File: src/hdl/lane_join_pkg.sv
// Shared definitions for the two-lane stream joiner and its APB control port
package lane_join_pkg;

  // Width of the APB address bus, byte addressed
  localparam int unsigned ApbAddrWidth = 12;

  // Width of the APB data bus
  localparam int unsigned ApbDataWidth = 32;

  // Operation register, the low two bits select the join operation
  localparam logic [ApbAddrWidth-1:0] REG_OP_OFFSET    = 'h0;

  // Writing bit 0 empties both lanes and the output stage in one cycle
  localparam logic [ApbAddrWidth-1:0] REG_FLUSH_OFFSET = 'h4;

  // Read-only count of pairs joined since reset, wraps at 32 bits
  localparam logic [ApbAddrWidth-1:0] REG_COUNT_OFFSET = 'h8;

  // Operation applied to every pair of lane heads
  // All results wrap at the data width of the lanes
  // OP_MAX compares both operands as unsigned numbers
  typedef enum logic [1:0] {
    OP_ADD = 2'b00,
    OP_SUB = 2'b01,
    OP_XOR = 2'b10,
    OP_MAX = 2'b11
  } join_op_e;

endpackage

File: src/hdl/spill_register_flushable.sv
`timescale 1ns/1ps

// Two-entry register slice between a valid/ready source and sink
// No combinational path runs from the input handshake to the output handshake
// A flush empties both entries in a single cycle
module spill_register_flushable #(
  parameter int unsigned DataWidth = 16
) (
  input  logic                 clk_i,
  input  logic                 rst_ni,
  input  logic                 valid_i,
  input  logic                 flush_i,
  output logic                 ready_o,
  input  logic [DataWidth-1:0] data_i,
  output logic                 valid_o,
  input  logic                 ready_i,
  output logic [DataWidth-1:0] data_o
);

  // Entry A always takes new items from the upstream side
  logic [DataWidth-1:0] a_data_q;
  logic                 a_full_q;
  logic                 a_fill;
  logic                 a_drain;

  // Entry B parks the older item while the downstream side stalls
  logic [DataWidth-1:0] b_data_q;
  logic                 b_full_q;
  logic                 b_fill;
  logic                 b_drain;

  // An item is taken whenever there is room and no flush is in progress
  // Sources keep valid_i low during a flush, otherwise the item is dropped
  assign a_fill = valid_i && ready_o && !flush_i;

  // A gives up its item when B is free to act as the head
  // The item then leaves either to the sink or into B
  assign a_drain = (a_full_q && !b_full_q) || flush_i;

  // B only catches A's item if the sink refuses it in the same cycle
  assign b_fill = a_drain && !ready_i && !flush_i;

  // B empties on a sink transfer or on a flush
  assign b_drain = (b_full_q && ready_i) || flush_i;

  always_ff @(posedge clk_i or negedge rst_ni) begin
    if (!rst_ni) begin
      a_full_q <= 1'b0;
    end else if (a_fill || a_drain) begin
      a_full_q <= a_fill;
    end
  end

  always_ff @(posedge clk_i or negedge rst_ni) begin
    if (!rst_ni) begin
      b_full_q <= 1'b0;
    end else if (b_fill || b_drain) begin
      b_full_q <= b_fill;
    end
  end

  // Payload entries are only read while their full flag is set
  always_ff @(posedge clk_i) begin
    if (a_fill) begin
      a_data_q <= data_i;
    end
  end

  always_ff @(posedge clk_i) begin
    if (b_fill) begin
      b_data_q <= a_data_q;
    end
  end

  // Room is left as long as one entry is free, so ready depends on state only
  assign ready_o = !a_full_q || !b_full_q;

  // Either entry holds a valid head
  assign valid_o = a_full_q || b_full_q;

  // B always holds the older item when both are full, which keeps the order
  assign data_o = b_full_q ? b_data_q : a_data_q;

endmodule

File: src/hdl/lane_combiner.sv
`timescale 1ns/1ps

// Pairs the heads of lane A and lane B in arrival order
// Each pair is reduced to one result by the selected operation
// The result waits in a one-entry registered output stage
module lane_combiner import lane_join_pkg::*; #(
  parameter int unsigned DataWidth = 16
) (
  input  logic                 clk_i,
  input  logic                 rst_ni,
  input  logic                 flush_i,
  input  join_op_e             op_i,
  input  logic                 a_valid_i,
  output logic                 a_ready_o,
  input  logic [DataWidth-1:0] a_data_i,
  input  logic                 b_valid_i,
  output logic                 b_ready_o,
  input  logic [DataWidth-1:0] b_data_i,
  output logic                 out_valid_o,
  input  logic                 out_ready_i,
  output logic [DataWidth-1:0] out_data_o,
  output logic                 join_fire_o
);

  logic                 out_valid_q;
  logic [DataWidth-1:0] out_data_q;
  logic                 out_free;
  logic                 fire;
  logic [DataWidth-1:0] result;

  // The output stage can take a new result when empty or drained this cycle
  assign out_free = !out_valid_q || out_ready_i;

  // A lane is only popped when its partner is present too
  // Both lane valids come from registers, so no loop forms here
  assign a_ready_o = b_valid_i && out_free && !flush_i;
  assign b_ready_o = a_valid_i && out_free && !flush_i;

  // Both heads leave together in the same cycle
  assign fire = a_valid_i && a_ready_o;
  assign join_fire_o = fire;

  // Arithmetic wraps at the data width by construction
  always_comb begin
    result = a_data_i + b_data_i;
    case (op_i)
      OP_ADD: result = a_data_i + b_data_i;
      OP_SUB: result = a_data_i - b_data_i;
      OP_XOR: result = a_data_i ^ b_data_i;
      OP_MAX: result = (a_data_i > b_data_i) ? a_data_i : b_data_i;
      default: result = a_data_i + b_data_i;
    endcase
  end

  // A flush discards a result that has not been taken yet
  always_ff @(posedge clk_i or negedge rst_ni) begin
    if (!rst_ni) begin
      out_valid_q <= 1'b0;
    end else if (flush_i) begin
      out_valid_q <= 1'b0;
    end else if (fire) begin
      out_valid_q <= 1'b1;
    end else if (out_ready_i) begin
      out_valid_q <= 1'b0;
    end
  end

  always_ff @(posedge clk_i) begin
    if (fire) begin
      out_data_q <= result;
    end
  end

  assign out_valid_o = out_valid_q;
  assign out_data_o  = out_data_q;

endmodule

File: src/hdl/apb_lane_csr.sv
`timescale 1ns/1ps

// APB register block of the joiner
// Holds the operation select, issues the flush pulse and counts joined pairs
// Every access completes in its access phase without wait states
module apb_lane_csr import lane_join_pkg::*; (
  input  logic                    clk_i,
  input  logic                    rst_ni,
  input  logic [ApbAddrWidth-1:0] paddr_i,
  input  logic                    psel_i,
  input  logic                    penable_i,
  input  logic                    pwrite_i,
  input  logic [ApbDataWidth-1:0] pwdata_i,
  output logic [ApbDataWidth-1:0] prdata_o,
  output logic                    pready_o,
  output logic                    pslverr_o,
  output join_op_e                op_o,
  output logic                    flush_o,
  input  logic                    join_fire_i
);

  logic                    access;
  logic                    wr_access;
  logic                    rd_access;
  logic                    hit_op;
  logic                    hit_flush;
  logic                    hit_count;
  logic                    mapped;
  join_op_e                op_q;
  logic [ApbDataWidth-1:0] count_q;

  // The access phase is the second cycle of a transfer
  assign access    = psel_i && penable_i;
  assign wr_access = access && pwrite_i;
  assign rd_access = access && !pwrite_i;

  // Full address compare, aliases are treated as unmapped
  assign hit_op    = (paddr_i == REG_OP_OFFSET);
  assign hit_flush = (paddr_i == REG_FLUSH_OFFSET);
  assign hit_count = (paddr_i == REG_COUNT_OFFSET);
  assign mapped    = hit_op || hit_flush || hit_count;

  // No wait states are ever inserted
  assign pready_o = 1'b1;

  // Unmapped offsets fail in the access phase and leave all state untouched
  assign pslverr_o = access && !mapped;

  // Only the low two bits of a write carry the operation
  always_ff @(posedge clk_i or negedge rst_ni) begin
    if (!rst_ni) begin
      op_q <= OP_ADD;
    end else if (wr_access && hit_op) begin
      op_q <= join_op_e'(pwdata_i[1:0]);
    end
  end

  assign op_o = op_q;

  // Flush lasts exactly the access cycle of the write
  // The lanes and the output stage see it at the same edge
  assign flush_o = wr_access && hit_flush && pwdata_i[0];

  // Count of pairs taken by the combiner since reset
  // A flush leaves it alone, it wraps silently on overflow
  always_ff @(posedge clk_i or negedge rst_ni) begin
    if (!rst_ni) begin
      count_q <= '0;
    end else if (join_fire_i) begin
      count_q <= count_q + 1'b1;
    end
  end

  // Writes to the count offset are accepted and ignored

  // Read data is returned combinationally during the access phase
  // The flush register always reads as zero
  always_comb begin
    prdata_o = '0;
    if (rd_access) begin
      if (hit_op) begin
        prdata_o = {{(ApbDataWidth-2){1'b0}}, op_q};
      end else if (hit_count) begin
        prdata_o = count_q;
      end
    end
  end

endmodule

File: src/hdl/lane_join_top.sv
`timescale 1ns/1ps

// Two-lane stream joiner with APB control
// Each lane passes through its own spill register before the combiner
// The register block selects the operation and flushes the datapath
module lane_join_top import lane_join_pkg::*; #(
  parameter int unsigned DataWidth = 16
) (
  input  logic                    clk_i,
  input  logic                    rst_ni,
  // Lane A input stream
  input  logic                    a_valid_i,
  output logic                    a_ready_o,
  input  logic [DataWidth-1:0]    a_data_i,
  // Lane B input stream
  input  logic                    b_valid_i,
  output logic                    b_ready_o,
  input  logic [DataWidth-1:0]    b_data_i,
  // Joined output stream
  output logic                    out_valid_o,
  input  logic                    out_ready_i,
  output logic [DataWidth-1:0]    out_data_o,
  // APB control port
  input  logic [ApbAddrWidth-1:0] paddr_i,
  input  logic                    psel_i,
  input  logic                    penable_i,
  input  logic                    pwrite_i,
  input  logic [ApbDataWidth-1:0] pwdata_i,
  output logic [ApbDataWidth-1:0] prdata_o,
  output logic                    pready_o,
  output logic                    pslverr_o
);

  // Lane heads as seen by the combiner
  logic                 lane_a_valid;
  logic                 lane_a_ready;
  logic [DataWidth-1:0] lane_a_data;
  logic                 lane_b_valid;
  logic                 lane_b_ready;
  logic [DataWidth-1:0] lane_b_data;

  // Control between the register block and the datapath
  join_op_e             op;
  logic                 flush;
  logic                 join_fire;

  spill_register_flushable #(
    .DataWidth(DataWidth)
  ) i_lane_a (
    .clk_i  (clk_i),
    .rst_ni (rst_ni),
    .valid_i(a_valid_i),
    .flush_i(flush),
    .ready_o(a_ready_o),
    .data_i (a_data_i),
    .valid_o(lane_a_valid),
    .ready_i(lane_a_ready),
    .data_o (lane_a_data)
  );

  spill_register_flushable #(
    .DataWidth(DataWidth)
  ) i_lane_b (
    .clk_i  (clk_i),
    .rst_ni (rst_ni),
    .valid_i(b_valid_i),
    .flush_i(flush),
    .ready_o(b_ready_o),
    .data_i (b_data_i),
    .valid_o(lane_b_valid),
    .ready_i(lane_b_ready),
    .data_o (lane_b_data)
  );

  lane_combiner #(
    .DataWidth(DataWidth)
  ) i_combiner (
    .clk_i      (clk_i),
    .rst_ni     (rst_ni),
    .flush_i    (flush),
    .op_i       (op),
    .a_valid_i  (lane_a_valid),
    .a_ready_o  (lane_a_ready),
    .a_data_i   (lane_a_data),
    .b_valid_i  (lane_b_valid),
    .b_ready_o  (lane_b_ready),
    .b_data_i   (lane_b_data),
    .out_valid_o(out_valid_o),
    .out_ready_i(out_ready_i),
    .out_data_o (out_data_o),
    .join_fire_o(join_fire)
  );

  apb_lane_csr i_csr (
    .clk_i      (clk_i),
    .rst_ni     (rst_ni),
    .paddr_i    (paddr_i),
    .psel_i     (psel_i),
    .penable_i  (penable_i),
    .pwrite_i   (pwrite_i),
    .pwdata_i   (pwdata_i),
    .prdata_o   (prdata_o),
    .pready_o   (pready_o),
    .pslverr_o  (pslverr_o),
    .op_o       (op),
    .flush_o    (flush),
    .join_fire_i(join_fire)
  );

endmodule

File: config.mk
export PLATFORM = sky130hd
export DESIGN_NAME = lane_join_top
export DESIGN_NICKNAME = d
export VERILOG_FILES = /design/src/hdl/lane_join_pkg.sv /design/src/hdl/spill_register_flushable.sv /design/src/hdl/lane_combiner.sv /design/src/hdl/apb_lane_csr.sv /design/src/hdl/lane_join_top.sv
export SDC_FILE = /design/constraint.sdc
export NUM_CORES = 1
export LEC_CHECK = 0
export ABC_AREA = 1
export ABC_CLOCK_PERIOD_IN_PS = 7400
export BUFFER_PORTS_ARGS = -buffer_cell sky130_fd_sc_hd__buf_2
export CAP_MARGIN = 20
export CORE_ASPECT_RATIO = 0.75
export CORE_UTILIZATION = 38
export CTS_CLUSTER_DIAMETER = 60
export DETAILED_ROUTE_END_ITERATION = 7
export PLACE_DENSITY_LB_ADDON = 0.2
export SLEW_MARGIN = 20
export SYNTH_ARGS = -nofsm -noshare
export SYNTH_HDL_FRONTEND = slang
export SYNTH_SLANG_ARGS = --single-unit
File: constraint.sdc
create_clock -name clk_i -period 7.4 [get_ports clk_i]
set_input_delay 0 -clock clk_i [delete_from_list [all_inputs] [get_ports clk_i]]
set_output_delay 0 -clock clk_i [all_outputs]
set_load 0.05 [all_outputs]
==> metrics <==
max-cap violations 0; share of layout cells above drive strength 1 16.6%; Largest delay share family, worst path simple AND/OR/NAND/NOR gates; Bufs and invs on worst path 3; status finished, final reports clean; Post-DRT Antenna Nets 0; input/output buffers 105; I/O pin count between 100 and 150; endpoint class of the critical path register; clock transition at the register clock pins on the worst setup and hold paths after CTS about 0.07 ns; die outline width 168 µm; detailed-route DRC error count 0; aggregate global-route resource usage roughly a fifth; hold wc startpoint psel_i; WL/cell 15.4 µm; flip-flop cell with the highest count after synthesis sky130_fd_sc_hd__edfxtp_1; CP Max Fanout 20; final weighted congestion in routability-driven placement 0.918; Critical Path Stages 15; area growth from synthesis to layout 21.3%; Final min period roughly 4.0 ns; number of buffers inserted during clock tree synthesis 17; number of design-rule violations left by the first detailed-router iteration 616; sequential-to-total area share from yosys stat 42.8%; most frequent cell on the critical path sky130_fd_sc_hd__inv_1; Syn Nets approximately 1.1k; total congestion overflow 0; startpoint of the worst setup timing path i_lane_a.b_full_q; clock skew after layout a little over 0.01 ns; delay of the slowest critical-path stage about 0.73 ns; number of synthesized register bits 119; detailed placement HPWL approximately 17000 µm; required time of the critical path ~7.6 ns; cell breakdown of the critical path inv_1 > or2_2 > o21ai_0 > inv_1 > ha_1 > nand2_1 > nor2_1 > and3_2 > nand2_2 > nand2_4 > nand2_4 > inv_1 > nand2_1 > nand3_1 > nand3_1; worst setup path class reg2reg; Hold Fails Final Rpt 0; count of synthesis-stage warnings from yosys 0; Highest Clock Rate roughly 250 MHz; fin. max-slew vios 0; die boundary height 127 µm; worst IR drop on VDD a little under 0.2 mV; PwrDens 465 nW/µm²; Yosys cell types 44; slew of the pin with the lowest slew margin about 1.2 ns; Filler Cell Count 2037; Die Outline Area about 21000 µm²; count of cells along the worst hold path 5; detailed-route vias per instance between 4 and 5; antenna violations before repair 0; cell count after synthesis between 1k and 1.5k; setup violation total in the final timing report 0; CTS HTree Levels 4; vias in the first global route 6449; length in cells of the worst reg-to-reg path 15; global-route wire length before repair 34600 µm; floorplan core area between 20000 and 25000 µm²; tightest slew margin relative to the limit between 20% and 30%; post-CTS setup buffer count 0; DRT Wirelength about 22000 µm; Netlist Area Pre-Place between 7000 and 8000 µm²; static leakage around 4.4 nW; number of clock sinks seen by CTS roughly 120; post-route non-filler standard cell count between 1k and 1.5k; commonest cells after routing, fill and taps aside 261 x sky130_fd_sc_hd__nand2_1, 142 x sky130_fd_sc_hd__inv_1, 105 x sky130_fd_sc_hd__buf_2; critical path data arrival time approximately 4.2 ns; number of placed instances with taps included 1355; maximum number of pins on one net before global-route repair 57; drt pass-1 iters 5; number of enable flip-flop cells after synthesis 80; number of cell rows 45; maximum buffer depth of the clock tree 2; insertion delay to the later sink of the worst-skew pair ~0.42 ns; class of the tightest hold or removal check in2reg; total number of vias around 7.1k; number of nets at the end of the flow around 1.3k; leading cell type in the layout, fill and taps excluded sky130_fd_sc_hd__nand2_1; ys async rst share between 30 and 40%; RSZ-0062 raised after global routing false; starting utilization of the core area approximately 39%; Syn Area/Cell ~7.7 µm²; TritonCTS clock tree done; number of inserted diodes 0; Final TNS setup 0 ns; ratio of final minimum period to clock period a little over half; kind of start point of the critical path register; start of the worst register-to-register path i_lane_a.b_full_q; Critical-path top delay cell sky130_fd_sc_hd__dfrtp_1; CTS root buffer sky130_fd_sc_hd__clkbuf_16
## routing by layer
layer / GRT usage [%] / share of wire, %
met5: 0 / 0
met4: 4.97 / 0.83
met3: 3.49 / 6.8
met2: 27.8 / 37
met1: 34.6 / 55
## repair_timing
action                                 4_1_cts  5_1_grt
gates resized for setup                      0        0
endpoints found under the hold margin       74        0
hold buffers                                36        0
## report_power, final
part / internal, W / switching (W) / total (W)
Clock: 0.000510 / 0.000343 / 0.000853
Sequential: 0.000989 / 0.000147 / 0.00114
Combinational: 0.000731 / 0.00173 / 0.00246
Total: 0.00223 / 0.00222 / 0.00445
## metrics by stage
stage	hold slack (ns)	power (W)	setup WS, ns	cell area [µm²]	utilization, %
after floorplan	-0.296	0.00299	4.58	7890	-
after detailed placement	0.178	0.00354	3.45	8600	42.4
after global routing	0.0795	0.00483	2.99	9570	47.2
after global placement	0.175	0.00351	3.50	8600	42.4
after CTS	0.0181	0.00443	3.41	9560	47.2
final	0.0598	0.00445	3.38	9570	47.2
## state kept, by name, summed over array words and instances, names as in the netlist
signal,cells
i_csr.count_q,32
i_combiner.out_data_o,16
i_lane_a.a_data_q,16
i_lane_a.b_data_q,16
i_lane_b.a_data_q,16
i_lane_b.b_data_q,16
i_csr.op_o,2
i_combiner.out_valid_o,1
i_lane_a.a_full_q,1
i_lane_a.b_full_q,1
i_lane_b.a_full_q,1
i_lane_b.b_full_q,1
## worst register-to-register path: cells and delay by family, from the launching register on
kind / cells / cell delay, ns
and+or+nand+nor: 10 / 1.61
adders and majority gates: 1 / 0.52
DFF: 1 / 0.73
buffers and inverters: 3 / 0.68
AOI/OAI and AO/OA: 1 / 0.19
## synth_stat cells (all sizes together), types with 2 or more instances
| master | number | area (µm²) |
|---|---|---|
| buf | 22 | 130 |
| nor3 | 53 | 270 |
| clkbuf | 11 | 41.3 |
| nor2 | 77 | 302 |
| xor2 | 31 | 272 |
| ha | 32 | 400 |
| nand3 | 93 | 483 |
| nor3b | 2 | 15.0 |
| inv | 144 | 541 |
| or2 | 35 | 219 |
| edfxtp | 80 | 2400 |
| o21ai | 57 | 285 |
| nand3b | 2 | 15.0 |
| and2 | 3 | 18.8 |
| nand2 | 267 | 1030 |
| nand4 | 28 | 181 |
| o21bai | 6 | 45.0 |
| a21oi | 28 | 144 |
| fa | 2 | 40.0 |
| a31oi | 3 | 25.0 |
| dfrtp | 39 | 976 |
## path summary, 6_finish.rpt
kind	to	slack (ns)
hold reg to reg	i_lane_b.b_data_q[14]	0.45
min in group asynchronous	i_csr.count_q[23]	0.26
hold / removal	i_csr.op_o[1]	0.06
max in group asynchronous	i_csr.count_q[0]	6.56
setup / recovery	i_combiner.out_data_o[7]	3.38
setup reg to reg	i_combiner.out_data_o[7]	3.38
## kinds of logic after synthesis
| logic type | Yosys count | share of synthesized area (%) |
|---|---|---|
| and+or+nand+nor | 562 | 32.2 |
| buffers and inverters | 178 | 9.07 |
| DFF | 119 | 42.8 |
| AOI/OAI and AO/OA | 95 | 6.42 |
| adders and majority gates | 34 | 5.58 |
| xor gates and xnor gates | 32 | 3.55 |
| muxes | 2 | 0.270 |
| other | 1 | 0.0475 |
## area by class of cell
type	instances	area, µm²	share of cell area, %
well taps	258	323	3.37
clock inverters	15	181	1.90
repair buffers	143	901	9.41
flip-flops and latches	119	3380	35.3
multi-input cells	726	3820	39.9
inverters	145	544	5.69
clock buffers	17	425	4.44
(Power assumes the default switching activity.)
